==> src/nrv_pkg.sv <==
//**************************************************
// Region decode looks at address bits 17:16 only
// Upper address bits alias, and sub-word addressing uses sel
//**************************************************
`default_nettype none

package nrv_pkg;

   // Bus widths
   typedef logic [31:0] addr_t;   // Byte address
   typedef logic [31:0] data_t;   // One bus word
   typedef logic [3:0]  sel_t;    // Byte enables, bit n for byte n
   typedef logic [15:0] gpio_t;   // One GPIO port

   // Memory map, one 64 KiB region per slave
   localparam int REGION_LSB = 16;
   localparam int REGION_MSB = 17;

   typedef enum logic [1:0] {
      REGION_TCM0   = 2'd0,   // Code RAM
      REGION_TCM1   = 2'd1,   // Data RAM
      REGION_PERIPH = 2'd2,   // GPIO
      REGION_NONE   = 2'd3    // Unmapped, reads zero
   } region_t;

   // Per-slave arbiter
   typedef enum logic [1:0] {
      ARB_IDLE  = 2'd0,
      ARB_ISIDE = 2'd1,   // Slave owned by instruction side
      ARB_DSIDE = 2'd2    // Slave owned by data side
   } arb_state_t;

   // GPIO register offsets inside the peripheral region
   localparam addr_t GPIO_OUT_OFFSET = 32'h0000_0000;   // p0, bytes 0 and 1
   localparam addr_t GPIO_IN_OFFSET  = 32'h0000_0004;   // p1, read only

endpackage

`default_nettype wire

==> src/nrv_bus_matrix.sv <==
//**************************************************
// Two masters to three slaves, one arbiter per slave
// Masters hold stb and address stable until ack
//**************************************************
`timescale 1ns/1ps
`default_nettype none

module nrv_bus_matrix (
   input  logic           clk,
   input  logic           reset,
   // Instruction side, read only
   input  logic           iside_stb,
   input  nrv_pkg::addr_t iside_adr,
   output nrv_pkg::data_t iside_dat_r,
   output logic           iside_ack,
   // Data side
   input  logic           dside_stb,
   input  logic           dside_we,
   input  nrv_pkg::addr_t dside_adr,
   input  nrv_pkg::sel_t  dside_sel,
   input  nrv_pkg::data_t dside_dat_w,
   output nrv_pkg::data_t dside_dat_r,
   output logic           dside_ack,
   // Code RAM
   output logic           tcm0_stb,
   output logic           tcm0_we,
   output nrv_pkg::addr_t tcm0_adr,
   output nrv_pkg::sel_t  tcm0_sel,
   output nrv_pkg::data_t tcm0_dat_w,
   input  nrv_pkg::data_t tcm0_dat_r,
   input  logic           tcm0_ack,
   // Data RAM
   output logic           tcm1_stb,
   output logic           tcm1_we,
   output nrv_pkg::addr_t tcm1_adr,
   output nrv_pkg::sel_t  tcm1_sel,
   output nrv_pkg::data_t tcm1_dat_w,
   input  nrv_pkg::data_t tcm1_dat_r,
   input  logic           tcm1_ack,
   // GPIO
   output logic           gpio_stb,
   output logic           gpio_we,
   output nrv_pkg::addr_t gpio_adr,
   output nrv_pkg::sel_t  gpio_sel,
   output nrv_pkg::data_t gpio_dat_w,
   input  nrv_pkg::data_t gpio_dat_r,
   input  logic           gpio_ack
);

   import nrv_pkg::*;

   region_t    iside_region, dside_region;
   logic [3:0] iside_hit, dside_hit;   // One-hot target, zero when idle
   arb_state_t tcm0_state, tcm1_state, gpio_state;
   logic       iside_nil_ack, dside_nil_ack;   // Unmapped responders

   assign iside_region = region_t'(iside_adr[REGION_MSB:REGION_LSB]);
   assign dside_region = region_t'(dside_adr[REGION_MSB:REGION_LSB]);
   assign iside_hit    = iside_stb ? (4'b0001 << iside_region) : 4'b0000;
   assign dside_hit    = dside_stb ? (4'b0001 << dside_region) : 4'b0000;

   nrv_port_arbiter u_arb_tcm0 (.clk(clk), .reset(reset),
      .iside_req(iside_hit[REGION_TCM0]), .dside_req(dside_hit[REGION_TCM0]),
      .slave_ack(tcm0_ack), .state(tcm0_state));
   nrv_port_arbiter u_arb_tcm1 (.clk(clk), .reset(reset),
      .iside_req(iside_hit[REGION_TCM1]), .dside_req(dside_hit[REGION_TCM1]),
      .slave_ack(tcm1_ack), .state(tcm1_state));
   nrv_port_arbiter u_arb_gpio (.clk(clk), .reset(reset),
      .iside_req(iside_hit[REGION_PERIPH]), .dside_req(dside_hit[REGION_PERIPH]),
      .slave_ack(gpio_ack), .state(gpio_state));

   // Request side, granted master only; iside reads full words
   assign tcm0_stb   = (tcm0_state == ARB_ISIDE) ? iside_hit[REGION_TCM0]
                                                 : (tcm0_state == ARB_DSIDE) && dside_hit[REGION_TCM0];
   assign tcm0_we    = (tcm0_state == ARB_DSIDE) && dside_we;
   assign tcm0_adr   = (tcm0_state == ARB_ISIDE) ? iside_adr : dside_adr;
   assign tcm0_sel   = (tcm0_state == ARB_ISIDE) ? sel_t'('1) : dside_sel;
   assign tcm0_dat_w = dside_dat_w;   // Only dside writes

   assign tcm1_stb   = (tcm1_state == ARB_ISIDE) ? iside_hit[REGION_TCM1]
                                                 : (tcm1_state == ARB_DSIDE) && dside_hit[REGION_TCM1];
   assign tcm1_we    = (tcm1_state == ARB_DSIDE) && dside_we;
   assign tcm1_adr   = (tcm1_state == ARB_ISIDE) ? iside_adr : dside_adr;
   assign tcm1_sel   = (tcm1_state == ARB_ISIDE) ? sel_t'('1) : dside_sel;
   assign tcm1_dat_w = dside_dat_w;

   assign gpio_stb   = (gpio_state == ARB_ISIDE) ? iside_hit[REGION_PERIPH]
                                                 : (gpio_state == ARB_DSIDE) && dside_hit[REGION_PERIPH];
   assign gpio_we    = (gpio_state == ARB_DSIDE) && dside_we;
   assign gpio_adr   = (gpio_state == ARB_ISIDE) ? iside_adr : dside_adr;
   assign gpio_sel   = (gpio_state == ARB_ISIDE) ? sel_t'('1) : dside_sel;
   assign gpio_dat_w = dside_dat_w;

   // Region 3 acks one cycle later, writes dropped
   always_ff @(posedge clk) begin
      if (reset) begin
         iside_nil_ack <= 1'b0;
         dside_nil_ack <= 1'b0;
      end else begin
         iside_nil_ack <= iside_hit[REGION_NONE] && !iside_nil_ack;
         dside_nil_ack <= dside_hit[REGION_NONE] && !dside_nil_ack;
      end
   end

   // Response side, ack only to the granted master
   assign iside_ack = (tcm0_state == ARB_ISIDE && tcm0_ack) || (tcm1_state == ARB_ISIDE && tcm1_ack)
                      || (gpio_state == ARB_ISIDE && gpio_ack) || iside_nil_ack;
   assign dside_ack = (tcm0_state == ARB_DSIDE && tcm0_ack) || (tcm1_state == ARB_DSIDE && tcm1_ack)
                      || (gpio_state == ARB_DSIDE && gpio_ack) || dside_nil_ack;

   always_comb begin
      iside_dat_r = '0;   // Unmapped reads zero
      if (tcm0_state == ARB_ISIDE) begin
         iside_dat_r = tcm0_dat_r;
      end else if (tcm1_state == ARB_ISIDE) begin
         iside_dat_r = tcm1_dat_r;
      end else if (gpio_state == ARB_ISIDE) begin
         iside_dat_r = gpio_dat_r;
      end
   end

   always_comb begin
      dside_dat_r = '0;
      if (tcm0_state == ARB_DSIDE) begin
         dside_dat_r = tcm0_dat_r;
      end else if (tcm1_state == ARB_DSIDE) begin
         dside_dat_r = tcm1_dat_r;
      end else if (gpio_state == ARB_DSIDE) begin
         dside_dat_r = gpio_dat_r;
      end
   end

endmodule

`default_nettype wire

==> src/nrv_port_arbiter.sv <==
//**************************************************
// Owns one slave; grant held until that slave acks
// Ties alternate, data side counts as last granted after reset
//**************************************************
`timescale 1ns/1ps
`default_nettype none

module nrv_port_arbiter (
   input  logic                clk,
   input  logic                reset,
   input  logic                iside_req,   // Instruction side wants this slave
   input  logic                dside_req,   // Data side wants this slave
   input  logic                slave_ack,
   output nrv_pkg::arb_state_t state
);

   import nrv_pkg::*;

   arb_state_t state_nxt;
   logic       last_iside;   // Last grant went to iside

   always_comb begin
      state_nxt = state;
      case (state)
         ARB_IDLE: begin
            // Round robin on a tie
            if (iside_req && (!dside_req || !last_iside)) begin
               state_nxt = ARB_ISIDE;
            end else if (dside_req) begin
               state_nxt = ARB_DSIDE;
            end
         end
         ARB_ISIDE,
         ARB_DSIDE: begin
            if (slave_ack) begin
               state_nxt = ARB_IDLE;   // Transfer done this edge
            end
         end
         default: state_nxt = ARB_IDLE;
      endcase
   end

   always_ff @(posedge clk) begin
      if (reset) begin
         state      <= ARB_IDLE;
         last_iside <= 1'b0;   // So iside wins the first tie
      end else begin
         state <= state_nxt;
         if (state == ARB_IDLE && state_nxt != ARB_IDLE) begin
            last_iside <= (state_nxt == ARB_ISIDE);
         end
      end
   end

endmodule

`default_nettype wire

==> config.mk <==
export PLATFORM = sky130hd
export DESIGN_NAME = nrv_bus_matrix
export DESIGN_NICKNAME = d
export VERILOG_FILES = /design/src/nrv_pkg.sv /design/src/nrv_bus_matrix.sv /design/src/nrv_port_arbiter.sv
export SDC_FILE = /design/constraint.sdc
export NUM_CORES = 1
export LEC_CHECK = 0
export BUFFER_PORTS_ARGS = -buffer_cell sky130_fd_sc_hd__buf_2
export CAP_MARGIN = 40
export CORE_AREA = 8 8 182 184
export CTS_CLUSTER_DIAMETER = 50
export DETAILED_ROUTE_END_ITERATION = 6
export DIE_AREA = 0 0 190 192
export GPL_TIMING_DRIVEN = 0
export PLACE_DENSITY = 0.43
export SLEW_MARGIN = 20
export SYNTH_ARGS = -nofsm -noshare
export SYNTH_HDL_FRONTEND = slang
export SYNTH_SLANG_ARGS = --single-unit
export TNS_END_PERCENT = 1
==> constraint.sdc <==
create_clock -name clk -period 3.9 [get_ports clk]
set_input_delay 0 -clock clk [delete_from_list [all_inputs] [get_ports clk]]
set_output_delay 0 -clock clk [all_outputs]
set_load 0.02 [all_outputs]
==> out/results.tsv <==
stage	metric	value	unit
status	run status	completed	
layout	area of the multi-input gates	0.00300	mm²
grt	via count of the first global-routing pass	6361	
timing	slew at the pin closest to its max-slew limit	0.706	ns
clock_tree	hold-fix buffer count after cts	1	
setup_path	Req. time, crit path	3.90	ns
die	top-level I/O count	480	
setup_path	reg-to-reg endpoint	u_arb_gpio.last_iside$_SDFFE_PP0P_	
drt	Final Routed Wirelength	28000	µm
timing	final hold violations	0	
setup_path	slowest stage cell on the critical path	sky130_fd_sc_hd__nor2b_1	
die	core region area	0.0302	mm²
drt	post-route antenna net violation count	0	
placed_design	Port-buffer cells	447	
setup_path	path depth of the worst reg2reg path	6	
clock_tree	H-tree lvl count	1	
drt	Starting DRT DRC Count	211	
yosys	complex-gate fraction of the synthesized area	22.0	%
clock_tree	source-to-sink clock delay at the later pin of the worst-skew pair	0.24	ns
yosys	share of synthesized cell area in and, or, nand and nor gates	20.0	%
die	initial cell density of the core	13.8	%
layout	Fill cells	3488	
placed_design	placed instance count	1463	
drt	via/cell ratio	4.11	
pwr	leakage component of the power	3.60	nW
die	site row count	64	
yosys	post-synthesis net count	833	
clock_tree	quantity of gates resized following cts	0	
hold_path	min-delay src	dside_stb	
die	die extent in x	190	µm
timing	setup repair after global routing missed its margin	no	
clock_tree	Longest Clk Path Bufs	2	
clock_tree	TritonCTS clock tree	built	
setup_path	register-to-register setup slack	2.18	ns
setup_path	Crit path buffers/inverters	5	
yosys	adder and majority cell fraction of the synthesized area	3.61	%
yosys	synthesized instance count	617	
pwr	Max VDD drop	0.000109	V
clock_tree	library cell used as clock root buffer	sky130_fd_sc_hd__clkbuf_16	
drt	total DRC errors in the routed layout	0	
setup_path	Arrival @ worst endpoint	2.77	ns
layout	sequential cell area	220	µm²
yosys	flip-flop and latch count after synthesis	11	
hold_path	Hold Path Depth	3	
yosys	distinct cell type count after synthesis	36	
timing	count of final max-slew check failures	0	
grt	initial antenna violation count	1	
timing	achievable frequency	362	MHz
yosys	mux contribution to synthesized area	26.5	%
yosys	register area share after synthesis	5.30	%
setup_path	ordered list of cells on the worst path	inv_1 > ha_1 > clkbuf_1 > buf_6 > nor2b_1 > buf_2 > a22oi_1 > o21ai_0 > buf_2	
die	DIE HEIGHT	192	µm
placed_design	placer's final routability congestion estimate	0.801	
setup_path	Top cell by count, worst path	sky130_fd_sc_hd__buf_2	
yosys	async set or reset register ratio after synthesis	0	%
yosys	Yosys warning count	0	
hold_path	Min-Delay Endpoint	dside_nil_ack$_SDFF_PP0_	
grt	wire length of the first global-routing pass	39200	µm
yosys	dominant combinational cell family by area after synthesis	multiplexers	
layout	Final Non-Filler Cells	1468	
setup_path	Worst Path Class, Setup	register to output port	
layout	ratio of cells with drive above 1 in the final layout	63.1	%
timing	Total Negative Setup Slacks	0	ns
clock_tree	clock slew at reported path FFs	0.04	ns
setup_path	worst stage delay on the critical path	0.47	ns
yosys	xor/xnor cell area share of the yosys netlist	0	%
yosys	number of enable-type register cells in the synthesized netlist	0	
clock_tree	Inserted Clock Buffers	3	
clock_tree	number of setup buffers added after CTS	0	
layout	area grow syn2layout	68.7	%
setup_path	CP Capture Type	output port	
drt	post-detailed-route wirelength per cell	19.1	µm
setup_path	category of the worst setup path launch point	register	
layout	net count of the finished layout	1289	
timing	final period demand of the worst path	2.77	ns
yosys	Synth Flop Type	sky130_fd_sc_hd__dfxtp_1	
timing	worst rel slew slack	52.9	%
timing	crit share post-route	70.9	%
layout	most common cell after layout, fill and taps aside	sky130_fd_sc_hd__buf_2	
setup_path	CP delay by family, top	buffers and inverters	
pwr	power density over the cells	187	mW/mm²
hold_path	worst min path class	primary input to register	
die	Total Die Area	0.0365	mm²
layout	diodes inserted	0	
clock_tree	clk sink count	11	
drt	routed vias	6038	
layout	top library cells by usage in the layout, fill and taps aside	462 x sky130_fd_sc_hd__buf_2, 109 x sky130_fd_sc_hd__nand2_1, 96 x sky130_fd_sc_hd__mux2_2, 96 x sky130_fd_sc_hd__buf_4, 64 x sky130_fd_sc_hd__o21ai_0	
grt	GR Util All Layers	13.8	%
yosys	average footprint of a synthesized cell	6.73	µm²
yosys	Cell Area, Synth	0.00415	mm²
timing	largest clock skew in the final design	0.00183	ns
grt	total overflow reported by the global router	0	
grt	pin count of the biggest net entering global routing	11	
timing	setup violators final	0	
setup_path	crit path max fanout	10	
job	Max Cap Violations	0	
drt	DRT Pass-1 Iters	5	
setup_path	Crit Reg-Reg Startpoint	u_arb_gpio.state[0]$_SDFF_PP0_	
placed_design	post-DP HPWL	24400	µm
-- flip-flops by register name, indices dropped and copies added (netlist names) --
register / flops
dside_nil_ack: 1
u_arb_tcm0.last_iside: 1
u_arb_tcm0.state: 2
u_arb_tcm1.state: 2
iside_nil_ack: 1
u_arb_gpio.last_iside: 1
u_arb_gpio.state: 2
u_arb_tcm1.last_iside: 1
-- tightest hold or removal path: cells and delay by family --
family,cells,cell delay (ns)
buf+inv,1,0.12
simple gates,2,0.13
-- layer usage --
metal | global-route usage (%) | part of all wire, %
met3 | 3.99 | 9.3
met5 | 0 | 0.036
met2 | 26.2 | 51
met4 | 2.10 | 1.2
met1 | 15.1 | 38
-- cell families (layout without fill, tap and decap cells) --
logic type | Yosys count | count (layout)
buffers and inverters | 149 | 604
AOI/OAI and AO/OA | 161 | 161
muxes | 98 | 98
DFF | 11 | 11
and+or+nand+nor | 186 | 186
adders and majority gates | 12 | 12
-- layout make-up --
class | instances | area share (%)
buffer | 141 | 13.0
timing repair buffer | 451 | 32.5
clock buffer | 4 | 1.12
inverter | 8 | 0.428
multi-input combinational | 457 | 42.7
sequential | 11 | 3.14
tap | 396 | 7.07
-- report_power, final --
part | switching [W] | internal [W]
clock | 0.0000551 | 0.000138
sequential | 0.00000590 | 0.000119
combinational | 0.000600 | 0.000396
-- how the worst max path moves through the flow --
stage | startpoint | end | slack, ns | cells past startpoint
global placement | u_arb_tcm1.state[1]$_SDFF_PP0_ | iside_dat_r[20] | 1.18 | 8
global route | u_arb_tcm1.state[1]$_SDFF_PP0_ | iside_dat_r[20] | 0.93 | 9
floorplan | u_arb_tcm1.state[1]$_SDFF_PP0_ | iside_dat_r[10] | 2.18 | 7
finish | u_arb_tcm1.state[1]$_SDFF_PP0_ | iside_dat_r[20] | 1.13 | 9
detailed placement | u_arb_tcm1.state[1]$_SDFF_PP0_ | iside_dat_r[20] | 1.28 | 9
CTS | u_arb_tcm1.state[1]$_SDFF_PP0_ | iside_dat_r[20] | 1.01 | 9
-- synth_stat cells, types with 6 or more instances --
library cell | instances | share of area, %
sky130_fd_sc_hd__a21oi_1 | 44 | 5.3
sky130_fd_sc_hd__nand2_1 | 109 | 9.8
sky130_fd_sc_hd__nor2_1 | 34 | 3.1
sky130_fd_sc_hd__mux2_2 | 96 | 26
sky130_fd_sc_hd__ha_1 | 12 | 3.6
sky130_fd_sc_hd__nor2b_1 | 6 | 0.90
sky130_fd_sc_hd__o21ai_0 | 64 | 7.7
sky130_fd_sc_hd__a22oi_1 | 33 | 6.0
sky130_fd_sc_hd__buf_2 | 15 | 1.8
sky130_fd_sc_hd__clkbuf_1 | 25 | 2.3
sky130_fd_sc_hd__inv_1 | 8 | 0.72
sky130_fd_sc_hd__dfxtp_1 | 11 | 5.3
sky130_fd_sc_hd__or2_2 | 12 | 1.8
sky130_fd_sc_hd__buf_4 | 96 | 17
sky130_fd_sc_hd__o21ai_1 | 10 | 1.2
-- metrics by stage --
stage | setup slack [ns] | power, W | hold WS (ns) | utilization [%] | instance area (µm²)
after global placement | 1.18 | 0.00113 | 0.222 | 22.8 | 6890
after CTS | 1.01 | 0.00134 | 0.0528 | 23.2 | 7010
after floorplan | 2.18 | 0.000719 | 0.0786 | - | 4150
after global routing | 0.926 | 0.00140 | 0.0625 | 23.2 | 7010
after detailed placement | 1.28 | 0.00114 | 0.221 | 22.9 | 6920
final | 1.13 | 0.00131 | 0.0469 | 23.2 | 7010
Power figures use the tool's default switching activity.
