===== src/nrv_pkg.sv =====
//**************************************************
// Region decode looks at address bits 17:16 only
// Upper address bits alias, and sub-word addressing uses sel
//**************************************************
`default_nettype none

package nrv_pkg;

   // Bus widths
   typedef logic [31:0] addr_t;   // Byte address
   typedef logic [31:0] data_t;   // One bus word
   typedef logic [3:0]  sel_t;    // Byte enables, bit n for byte n
   typedef logic [15:0] gpio_t;   // One GPIO port

   // Memory map, one 64 KiB region per slave
   localparam int REGION_LSB = 16;
   localparam int REGION_MSB = 17;

   typedef enum logic [1:0] {
      REGION_TCM0   = 2'd0,   // Code RAM
      REGION_TCM1   = 2'd1,   // Data RAM
      REGION_PERIPH = 2'd2,   // GPIO
      REGION_NONE   = 2'd3    // Unmapped, reads zero
   } region_t;

   // Per-slave arbiter
   typedef enum logic [1:0] {
      ARB_IDLE  = 2'd0,
      ARB_ISIDE = 2'd1,   // Slave owned by instruction side
      ARB_DSIDE = 2'd2    // Slave owned by data side
   } arb_state_t;

   // GPIO register offsets inside the peripheral region
   localparam addr_t GPIO_OUT_OFFSET = 32'h0000_0000;   // p0, bytes 0 and 1
   localparam addr_t GPIO_IN_OFFSET  = 32'h0000_0004;   // p1, read only

endpackage

`default_nettype wire


===== src/nrv_gpio_ctrl.sv =====
//**************************************************
// p1 is synchronized, so reads lag the pin by two clocks
// Only byte enables 0 and 1 reach the output register
//**************************************************
`timescale 1ns/1ps
`default_nettype none

module nrv_gpio_ctrl (
   input  logic           clk,
   input  logic           reset,
   input  logic           stb,
   input  logic           we,
   input  nrv_pkg::addr_t adr,
   input  nrv_pkg::sel_t  sel,
   input  nrv_pkg::data_t dat_w,
   output nrv_pkg::data_t dat_r,
   output logic           ack,
   output nrv_pkg::gpio_t p0,
   input  nrv_pkg::gpio_t p1
);

   import nrv_pkg::*;

   gpio_t p1_meta, p1_sync;   // Two-flop synchronizer
   logic  hit_out, hit_in;
   logic  access;

   // Word offset within the peripheral region
   assign hit_out = adr[REGION_LSB-1:2] == GPIO_OUT_OFFSET[REGION_LSB-1:2];
   assign hit_in  = adr[REGION_LSB-1:2] == GPIO_IN_OFFSET[REGION_LSB-1:2];
   assign access  = stb && !ack;

   always_ff @(posedge clk) begin
      p1_meta <= p1;
      p1_sync <= p1_meta;
   end

   always_ff @(posedge clk) begin
      if (reset) begin
         ack <= 1'b0;
         p0  <= '0;
      end else begin
         ack <= access;
         if (access && we && hit_out) begin
            if (sel[0]) begin
               p0[7:0] <= dat_w[7:0];
            end
            if (sel[1]) begin
               p0[15:8] <= dat_w[15:8];
            end
         end
      end
   end

   // Read data registered with ack, upper half zero
   always_ff @(posedge clk) begin
      if (access) begin
         if (hit_out) begin
            dat_r <= {16'h0000, p0};
         end else if (hit_in) begin
            dat_r <= {16'h0000, p1_sync};
         end else begin
            dat_r <= '0;   // Unused offset
         end
      end
   end

endmodule

`default_nettype wire


===== config.mk =====
export PLATFORM = sky130hd
export DESIGN_NAME = nrv_gpio_ctrl
export DESIGN_NICKNAME = d
export VERILOG_FILES = /design/src/nrv_pkg.sv /design/src/nrv_gpio_ctrl.sv
export SDC_FILE = /design/constraint.sdc
export NUM_CORES = 1
export LEC_CHECK = 0
export CAP_MARGIN = 10
export CORE_ASPECT_RATIO = 0.7
export CORE_MARGIN = 2
export CORE_UTILIZATION = 55
export DETAILED_ROUTE_END_ITERATION = 6
export DONT_BUFFER_PORTS = 1
export PLACE_DENSITY = 0.76
export RECOVER_POWER = 25
export SLEW_MARGIN = 20
export SYNTH_ARGS = -nofsm -noshare
export SYNTH_HDL_FRONTEND = slang
export SYNTH_SLANG_ARGS = --single-unit

===== constraint.sdc =====
create_clock -name clk -period 1.9 [get_ports clk]
set_input_delay 0.285 -clock clk [delete_from_list [all_inputs] [get_ports clk]]
set_output_delay 0.285 -clock clk [all_outputs]
set_load 0.05 [all_outputs]

==> run_results.csv, run 1 <==
group,metric,value,unit
status,status,"completed",
synthesis,synth-edff-count,16,
worst_setup_path,r2r-start,"ack$_SDFF_PP0_",
sta,finalCritPeriodShare,78.2,%
grt,overflow,0,
sta,setup_viol,0,
detailed_routing,first_iter_violations,44,
cells_and_area,fin_cells,251,
grt,grt_usage,19.0,%
synthesis,syn_inst,167,
job,drv_cap,0,
power,total_leakage_power,1.01,nW
sta,slew_viol_final,0,
min_path,min-delay-start,"reset",
sta,hold_viol,0,
grt,grt_pass1_wl,6180,um
die,initial_core_util,57.6,%
worst_setup_path,regToRegEndpoint,"p0[15]$_SDFFE_PP0P_",
placement,portBuffers,0,
sta,whs,0.0324,ns
synthesis,synth_area_leaders,"dfxtp_1, edfxtp_1, nand2b_1, mux2i_1, a22o_1",
clocking,cts_buffers,9,
worst_setup_path,cp_cell_sequence,"or4_4 > nor4_4 > and3_1 > buf_12 > mux2i_1",
clocking,cts_hold_buf,16,
worst_setup_path,end_kind,"register",
sta,tightest_slew,0.571,ns
grt,use_met2,34.4,%
detailed_routing,dr.pass1.iters,4,
worst_setup_path,critPathRequiredTime,2.14,ns
worst_setup_path,max_stage_delay,0.56,ns
die,pin_count,137,
die,rows,19,
placement,gp_congestion,0.616,
grt,grt_max_degree,34,
worst_setup_path,cpMaxStageDelayCell,"or4_4",
sta,fin_crit,1.49,ns
min_path,whs_path_depth,1,
worst_setup_path,reg2reg_depth,5,
synthesis,ys.flop_type,"dfxtp_1",
sta,slew_headroom,61.9,%
grt,antenna_found_initial,0,
synthesis,synth_cell_types,18,
clocking,cts_htree_levels,3,
synthesis,avgSynthCellArea,13.6,sq um
clocking,tritoncts,"built",
power,finalPower,2.58,mW
die,die_h,57.8,um
synthesis,synth_top_area_share,43.2,%
detailed_routing,drtAntennaViolNets,0,
cells_and_area,num-fill-cells,294,
cells_and_area,final_cell_area,2600,sq um
detailed_routing,wl_per_cell,16.5,um
placement,dpl.hpwl,2990,um
synthesis,yosysWarnings,0,
power,netSwitchingPower,0.611,mW
sta,fmax,0.673,GHz
worst_setup_path,critPathKind,"primary input to register",
cells_and_area,final_core_util,65.9,%
clocking,cts_setup_buffers,0,
clocking,clock-root-buffer,"clkbuf_8",
worst_setup_path,path_delay_family,"simple AND/OR/NAND/NOR gates",
synthesis,ys_ff_latch,65,
power,combPwrFrac,5.6,%
clocking,insertion_delay,0.32,ns
grt,top_usage_layer,"met2",
cells_and_area,nNetsFinal,282,
detailed_routing,num_vias,1270,
cells_and_area,diodes,0,
cells_and_area,multi_input_area,681,sq um
power,clockPowerShare,35.0,%
worst_setup_path,worstPathArrival,1.73,ns
detailed_routing,wirelength,4150,um
die,die_x,80.8,um
synthesis,synth_area,2270,sq um
cells_and_area,drive_gt1_share,13.6,%
sta,fin_setup_tns,0,ns
power,swShare,23.7,%
power,p_int,1.97,mW
grt,grt_pass1_vias,1293,
grt,grt.met1_usage,18.9,%
power,p_per_area,993,nW/um^2
synthesis,async_flop_share,0,%
sta,setup_slack,0.413,ns
worst_setup_path,cp_num_buf_inv,1,
worst_setup_path,start_kind,"primary input",
min_path,min_path_type,"primary input to register",
die,dieArea,4670,sq um
worst_setup_path,cp_max_fo,8,
power,power_frac_seq,59.4,%
die,core_area,3950,sq um
clocking,cts.sinks,65,
worst_setup_path,regToRegSetupSlack,0.64,ns
synthesis,synth_top_area_cell,"dfxtp_1",
placement,place_area,2290,sq um
sta,rsz0062_at_grt,"false",
detailed_routing,route.detailed.drc,0,
clocking,cts.clk_slew.worst_paths,0.06,ns
detailed_routing,vias_per_cell,5.06,
clocking,cts.repair.resized,0,
clocking,max-clock-path-buffers,2,
placement,pre_cts_slack,0.0814,ns
min_path,min_to,"ack$_SDFF_PP0_",
sta,finClkSkew,0.00403,ns
grt,grtUsageMet3,8.72,%
cells_and_area,register_area,1460,sq um
power,ir_drop,0.791,mV
placement,dp.cells,219,
cells_and_area,synthToLayoutAreaGrowth,14.5,%
synthesis,yosysSeqAreaShare,64.3,%
## layer usage
metal | up-vias | share of wire, %
met3 | 7 | 7.8
met5 | - | 0
li1 | 598 | -
met4 | 0 | 1.1
met1 | 594 | 36
met2 | 71 | 55
## worst max path at each step
stage / startpoint / end / cells past startpoint
after floorplan: ack$_SDFF_PP0_ / p0[0]$_SDFFE_PP0P_ / 5
after global placement: adr[15] / p0[15]$_SDFFE_PP0P_ / 5
after detailed placement: adr[15] / p0[12]$_SDFFE_PP0P_ / 5
after CTS: adr[15] / p0[12]$_SDFFE_PP0P_ / 5
after global routing: adr[15] / p0[15]$_SDFFE_PP0P_ / 5
final: adr[15] / p0[15]$_SDFFE_PP0P_ / 5
## power groups by stage
stage	logic, mW	clock network (mW)	registers, mW
2_1_floorplan	0.133	0	1.56
3_3_place_gp	0.115	0	1.56
3_5_place_dp	0.116	0	1.57
4_1_cts	0.142	0.933	1.53
5_1_grt	0.151	0.989	1.54
6_report	0.143	0.905	1.53
## flip-flops by register name, indices dropped and copies added, names as in the netlist
name     count
p0          16
p1_sync     16
ack          1
dat_r       16
p1_meta     16
## cells in the final DEF (no fill, tap or decap), drive strengths merged, types with 2 or more instances in the layout
master,synthesis,final
or4,2,2
and3,3,3
nand2b,32,32
clkbuf,3,11
edfxtp,16,16
mux2i,16,16
nor4,2,2
a22o,16,16
clkinv,0,5
nor2b,2,2
dlygate4sd3,0,16
dfxtp,49,49
buf,21,9
conb,1,16
## area by class of cell
type                    instances  area share, %
well taps                      52           2.50
clock buffers                  11           5.05
flip-flops and latches         65           56.2
multi-input cells              93           26.2
repair buffers                 25           9.24
clock inverters                 5          0.866
## cells by family (layout without fill, tap and decap cells)
| logic type | Yosys count | in the layout | share of synthesized area, % |
|---|---|---|---|
| other | 1 | 16 | 0.165 |
| buffers and inverters | 24 | 41 | 8.31 |
| AND/OR/NAND/NOR | 45 | 45 | 14.0 |
| AO/OA/AOI/OAI | 16 | 16 | 6.17 |
| multiplexers | 16 | 16 | 7.05 |
| flip-flops | 65 | 65 | 64.3 |
## worst reg2reg max path, delay by kind of cell, from the launching register on
family / cells / cell delay (ns)
buffers and inverters: 1 / 0.15
flip-flops: 1 / 0.32
AND/OR/NAND/NOR: 3 / 0.52
multiplexers: 1 / 0.20
## synthesized netlist by cell type (all sizes together) (2+ instances only)
library cell	count
nand2b	32
or4	2
edfxtp	16
dfxtp	49
nor2b	2
a22o	16
mux2i	16
buf	21
clkbuf	3
and3	3
nor4	2
(Power assumes the default switching activity.)
==> run 2: changes to the inputs <==
--- a/config.mk
+++ b/config.mk
@@ -5,6 +5,7 @@
 export SDC_FILE = /design/constraint.sdc
 export NUM_CORES = 1
 export LEC_CHECK = 0
+export ABC_AREA = 1
 export CAP_MARGIN = 10
 export CORE_ASPECT_RATIO = 0.7
 export CORE_MARGIN = 2
==> constraint.sdc (replaced) <==
create_clock -name clk -period 1.19 [get_ports clk]
set_input_delay 0.1785 -clock clk [delete_from_list [all_inputs] [get_ports clk]]
set_output_delay 0.1785 -clock clk [all_outputs]
set_load 0.05 [all_outputs]
==> run 2 against run 1 <==
The flow now finishes with violations (setup timing). Sequential power up 61%. Register-to-register slack worse by 0.71 ns. Non-clock buffer count grew 35. Count of clock-buffer cells in the layout increased by 4. Global-route usage grew 3.4 points. First-iteration DRC count up 120%. Area after synthesis fell by 1.2%. Cell count is 38% higher. Sequential cell count is the same. Critical path depth stayed put. Wire length grew 23%. Synthesized cell count up 34%. Largest cell class unchanged.
==> run_results.csv, run 2 <==
group,metric,value,unit
cells_and_area,synthToLayoutAreaGrowth,36.1,%
worst_setup_path,start_kind,"register",
cells_and_area,drive_gt1_share,20.1,%
power,total_leakage_power,1.40,nW
sta,fin_crit,1.26,ns
cells_and_area,final_common_cell,"dfxtp_1",
grt,grt_usage,22.4,%
synthesis,ys.flop_type,"dfxtp_1",
power,p_int,3.57,mW
sta,finClkSkew,0.00624,ns
clocking,cts_htree_levels,3,
clocking,tritoncts,"built",
detailed_routing,drtAntennaViolNets,0,
sta,whs,0.136,ns
power,netSwitchingPower,1.08,mW
synthesis,syn_inst,223,
synthesis,ys_ff_latch,65,
detailed_routing,dr.pass1.iters,4,
worst_setup_path,cpMaxStageDelayCell,"dfxtp_4",
worst_setup_path,max_stage_delay,0.36,ns
die,pin_count,137,
power,power_frac_seq,52.9,%
clocking,insertion_delay,0.34,ns
cells_and_area,fin_cells,346,
sta,setup_viol,16,
detailed_routing,vias_per_cell,4.79,
cells_and_area,nNetsFinal,377,
grt,grt_pass1_wl,7310,um
grt,overflow,0,
placement,place_area,2420,sq um
sta,finalCritPeriodShare,106,%
synthesis,yosysWarnings,0,
placement,gp_congestion,0.779,
status,violations,"setup timing",
min_path,min_path_type,"primary input to register",
worst_setup_path,cp_max_fo,8,
sta,fmax,0.795,GHz
cells_and_area,mostFrequentLayoutCells,"dfxtp_1, nor2_1, dlygate4sd3_1, nand2_1, buf_4",
power,clockPowerShare,40.6,%
power,ir_drop,1.33,mV
sta,hold_viol,0,
status,status,"finished with violations",
clocking,max-clock-path-buffers,2,
die,initial_core_util,57.3,%
power,combPwrFrac,6.5,%
detailed_routing,route.detailed.drc,0,
placement,dpl.hpwl,2930,um
synthesis,async_flop_share,0,%
placement,dp.cells,293,
grt,use_met2,37.6,%
sta,fin_setup_tns,-0.608,ns
die,dieArea,4620,sq um
synthesis,synth_cell_types,21,
synthesis,avgSynthCellArea,10.1,sq um
clocking,cts.clk_slew.worst_paths,0.06,ns
synthesis,synth_area_leaders,"dfxtp_1, edfxtp_1, nor2_1, nand2_1, buf_4",
clocking,cts.sinks,65,
grt,grt_max_degree,17,
cells_and_area,diodes,0,
grt,grtUsageMet3,10.8,%
synthesis,synth-edff-count,16,
power,finalPower,4.64,mW
synthesis,synth_common_cells,"dfxtp_1, nor2_1, nand2_1, inv_1",
clocking,cts_buffers,9,
sta,rsz0062_at_grt,"true",
synthesis,synth_top_area_cell,"dfxtp_1",
grt,antenna_found_initial,0,
synthesis,synth_area,2250,sq um
synthesis,yosysSeqAreaShare,65.1,%
worst_setup_path,cp_cell_sequence,"nor3_4 > buf_12 > nand4_4 > nor2_1 > nor2_2",
detailed_routing,wirelength,5100,um
grt,grt_pass1_vias,1538,
worst_setup_path,critPathKind,"register to register",
detailed_routing,num_vias,1657,
power,p_per_area,1520,nW/um^2
worst_setup_path,end_kind,"register",
detailed_routing,wl_per_cell,14.7,um
worst_setup_path,critPathRequiredTime,1.42,ns
clocking,clock-root-buffer,"clkbuf_8",
power,swShare,23.2,%
die,rows,19,
die,core_area,3920,sq um
synthesis,yosysMostFrequentCell,"dfxtp_1",
die,die_x,80.4,um
job,drv_cap,0,
sta,setup_slack,-0.0682,ns
sta,slew_viol_final,0,
cells_and_area,final_cell_area,3060,sq um
grt,grt.met1_usage,24.8,%
worst_setup_path,worstPathArrival,1.49,ns
placement,portBuffers,0,
die,die_h,57.5,um
grt,top_usage_layer,"met2",
detailed_routing,first_iter_violations,96,
synthesis,synth_top_area_share,43.7,%
## run 2: cell type report
type	count	area, sq um
clock inverters	1	5.00
repair buffers	60	558
flip-flops and latches	65	1470
well taps	52	65.1
multi-input cells	134	684
fillers	249	866
clock buffers	15	208
inverters	19	71.3
## run 2: path summary, 6_finish.rpt
check | slack (ns) | end | from | depth (start not counted)
worst min-delay path | 0.14 | p0[15]$_SDFFE_PP0P_ | sel[1] | 3
worst max-delay path | -0.07 | p0[6]$_SDFFE_PP0P_ | ack$_SDFF_PP0_ | 5
worst min register to register | 0.33 | p1_sync[0]$_DFF_P_ | p1_meta[0]$_DFF_P_ | 0
worst max register to register | -0.07 | p0[6]$_SDFFE_PP0P_ | ack$_SDFF_PP0_ | 5
## run 2: power by group through the flow
stage | Combinational, mW | Clock [mW] | Sequential, mW
after floorplan | 0.196 | 0 | 2.50
after global placement | 0.193 | 0 | 2.50
after detailed placement | 0.195 | 0 | 2.51
after CTS | 0.282 | 1.92 | 2.46
after global routing | 0.319 | 2.03 | 2.46
final | 0.304 | 1.88 | 2.46
## run 2: worst max-delay path: cells and delay by family (launching register included)
| family | cells | cell delay [ns] |
|---|---|---|
| AND/OR/NAND/NOR | 4 | 0.63 |
| buffers and inverters | 1 | 0.16 |
| flip-flops | 1 | 0.36 |
## run 2: cells by family (layout without fill, tap and decap cells)
kind of cell | count (synthesis) | count (layout) | synth area share, %
other | 1 | 16 | 0.167
buffers and inverters | 41 | 95 | 10.4
AND/OR/NAND/NOR | 100 | 102 | 20.8
flip-flops | 65 | 65 | 65.1
AO/OA/AOI/OAI | 16 | 16 | 3.57
## run 2: metrics by stage
stage,worst slack [ns],util [%]
after floorplan,0.00326,-
after global placement,-0.0733,61.8
after detailed placement,-0.110,61.8
after CTS,-0.0411,75.6
after global routing,-0.136,77.9
final,-0.0682,77.9
## run 2: timing repair
action | in CTS | in global routing
gates cloned | 0 | 2
endpoints found under the setup margin | 15 | 20
hold buffers | 33 | 0
gates resized for setup | 0 | 9
buffers inserted | 0 | 2
hold endpoints to repair | 33 | 0
pin swaps | 1 | 9
## run 2: routing by layer
| layer | routed length (um) | vias to the layer above |
|---|---|---|
| met5 | 0 | - |
| met4 | 76 | 0 |
| met3 | 340 | 10 |
| met2 | 2690 | 71 |
| met1 | 1990 | 759 |
| li1 | - | 817 |
==> run 3: changes to the inputs <==
--- a/config.mk
+++ b/config.mk
@@ -8,12 +8,12 @@
 export ABC_AREA = 1
 export CAP_MARGIN = 10
 export CORE_ASPECT_RATIO = 0.7
-export CORE_MARGIN = 2
 export CORE_UTILIZATION = 55
 export DETAILED_ROUTE_END_ITERATION = 6
 export DONT_BUFFER_PORTS = 1
 export PLACE_DENSITY = 0.76
 export RECOVER_POWER = 25
+export REMOVE_ABC_BUFFERS = 1
 export SLEW_MARGIN = 20
 export SYNTH_ARGS = -nofsm -noshare
 export SYNTH_HDL_FRONTEND = slang
==> run 3 against run 2 <==
The flow still finishes with violations (setup timing). Core utilization decreased by 2.4 points. Setup slack improved by 0.065 ns. Critical path depth rose by 1. Sequential cell count unchanged. Clock power decreased by 11%. Count of clock-buffer cells in the layout is 5 lower.
==> run_results.csv, run 3 (same netlist as run 2, synthesis figures left out) <==
group,metric,value,unit
status,status,"finished with violations",
status,violations,"setup timing",
worst_setup_path,cp_max_fo,8,
grt,grt_max_degree,17,
min_path,min_to,"p0[13]$_SDFFE_PP0P_",
power,ir_drop,1.03,mV
sta,hold_viol,0,
clocking,max-clock-path-buffers,2,
worst_setup_path,regToRegSetupSlack,-0.003,ns
cells_and_area,nNetsFinal,375,
detailed_routing,route.detailed.drc,0,
cells_and_area,final_cell_area,2960,sq um
clocking,insertion_delay,0.33,ns
die,dieArea,4350,sq um
worst_setup_path,regToRegEndpoint,"p0[11]$_SDFFE_PP0P_",
placement,gp_congestion,0.717,
cells_and_area,diodes,0,
sta,rsz0062_at_grt,"true",
cells_and_area,final_core_util,75.5,%
detailed_routing,wirelength,4840,um
grt,grt_pass1_wl,7110,um
min_path,whs_path_depth,2,
placement,portBuffers,0,
detailed_routing,num_vias,1635,
clocking,cts_setup_buffers,0,
grt,antenna_found_initial,0,
worst_setup_path,worstPathArrival,1.45,ns
die,rows,19,
sta,setup_slack,-0.00325,ns
sta,fmax,0.838,GHz
grt,grt_usage,22.6,%
die,core_area,3920,sq um
worst_setup_path,end_kind,"register",
power,p_per_area,1490,nW/um^2
detailed_routing,dr.pass1.iters,6,
clocking,cts.clk_slew.worst_paths,0.07,ns
min_path,min_path_type,"primary input to register",
sta,finClkSkew,0.00660,ns
cells_and_area,synthToLayoutAreaGrowth,31.9,%
sta,finalCritPeriodShare,100,%
detailed_routing,first_iter_violations,41,
clocking,cts.sinks,65,
grt,grt_pass1_vias,1570,
worst_setup_path,reg2reg_depth,6,
die,die_x,78.4,um
clocking,cts_buffers,9,
power,total_leakage_power,1.35,nW
detailed_routing,vias_per_cell,4.77,
job,drv_cap,0,
worst_setup_path,critPathRequiredTime,1.45,ns
worst_setup_path,critPathKind,"register to register",
placement,pre_cts_slack,-0.137,ns
cells_and_area,final_common_cell,"dfxtp_1",
clocking,clock-root-buffer,"clkbuf_8",
die,initial_core_util,57.3,%
sta,slew_viol_final,0,
cells_and_area,mostFrequentLayoutCells,"dfxtp_1, nor2_1, dlygate4sd3_1, nand2_1, buf_4",
clocking,cts_htree_levels,3,
min_path,min-delay-start,"dat_w[13]",
worst_setup_path,start_kind,"register",
clocking,tritoncts,"built",
cells_and_area,drive_gt1_share,18.2,%
placement,place_area,2400,sq um
detailed_routing,wl_per_cell,14.1,um
sta,fin_crit,1.19,ns
detailed_routing,drtAntennaViolNets,0,
placement,dpl.hpwl,2830,um
die,pin_count,137,
worst_setup_path,r2r-start,"ack$_SDFF_PP0_",
sta,setup_viol,1,
die,die_h,55.5,um
grt,overflow,0,
sta,whs,0.0154,ns
==> run 3: cell types whose count changed in the layout (fill, tap and decap cells not counted), sizes merged <==
cell	previous run	this run
buf	27	26
bufinv	0	1
clkbuf	15	10
clkinv	1	4
dlygate4sd3	33	32
==> run 3: what timing repair did <==
action / in CTS / in global routing
gates resized for setup: 0 / 10
hold buffers: 32 / 0
setup endpoints to repair: 16 / 18
pin swaps: 1 / 6
gates cloned: 0 / 2
endpoints found under the hold margin: 32 / 0
==> run 3: area by class of cell <==
type / count / area, sq um
clock inverter: 5 / 47.5
multi-input combinational: 134 / 668
inverter: 19 / 71.3
clock buffer: 10 / 128
tap: 52 / 65.1
sequential: 65 / 1460
timing repair buffer: 58 / 519
fill: 262 / 961
==> run 3: worst max-delay path by stage <==
stage              startpoint             endpoint  slack (ns)  depth (start not counted)
3_5_place_dp           adr[5]   dat_r[2]$_DFFE_PN_       -0.14                          5
4_1_cts        ack$_SDFF_PP0_   p0[9]$_SDFFE_PP0P_       -0.05                          5
2_1_floorplan  ack$_SDFF_PP0_   dat_r[0]$_DFFE_PN_       -0.48                          1
3_3_place_gp           adr[7]  dat_r[12]$_DFFE_PN_       -0.06                          5
6_report       ack$_SDFF_PP0_  p0[11]$_SDFFE_PP0P_      -0.003                          6
5_1_grt        ack$_SDFF_PP0_  p0[11]$_SDFFE_PP0P_       -0.08                          6
==> run 3: through the flow <==
step / TNS, ns / total power, mW / std cells
after floorplan: -11.73 / 2.65 / 216
after global placement: -1.13 / 2.69 / 294
after detailed placement: -2.37 / 2.70 / 294
after CTS: -0.389 / 4.43 / 341
after global routing: -0.350 / 4.57 / 343
final: -0.00325 / 4.41 / 343
==> run 3: power by group <==
| group | total, mW | switching (mW) | internal (mW) |
|---|---|---|---|
| logic | 0.286 | 0.186 | 0.0991 |
| clock network | 1.67 | 0.739 | 0.934 |
| registers | 2.46 | 0.109 | 2.35 |
==> run 3: critical path, stage by stage (launching register included) <==
cell     delay, ns
dfxtp_2       0.32
nor3_2        0.12
buf_6         0.17
nand4_4       0.21
nand2_2       0.13
nand2_1       0.06
nor2_1        0.12
==> run 3: metal layers <==
metal | share of wire, % | vias to the layer above | track usage [%]
met3 | 7.3 | 6 | 9.59
met1 | 44 | 748 | 25.6
li1 | - | 806 | -
met4 | 0.83 | 0 | 8.47
met5 | 0 | - | 0
met2 | 48 | 75 | 37.8
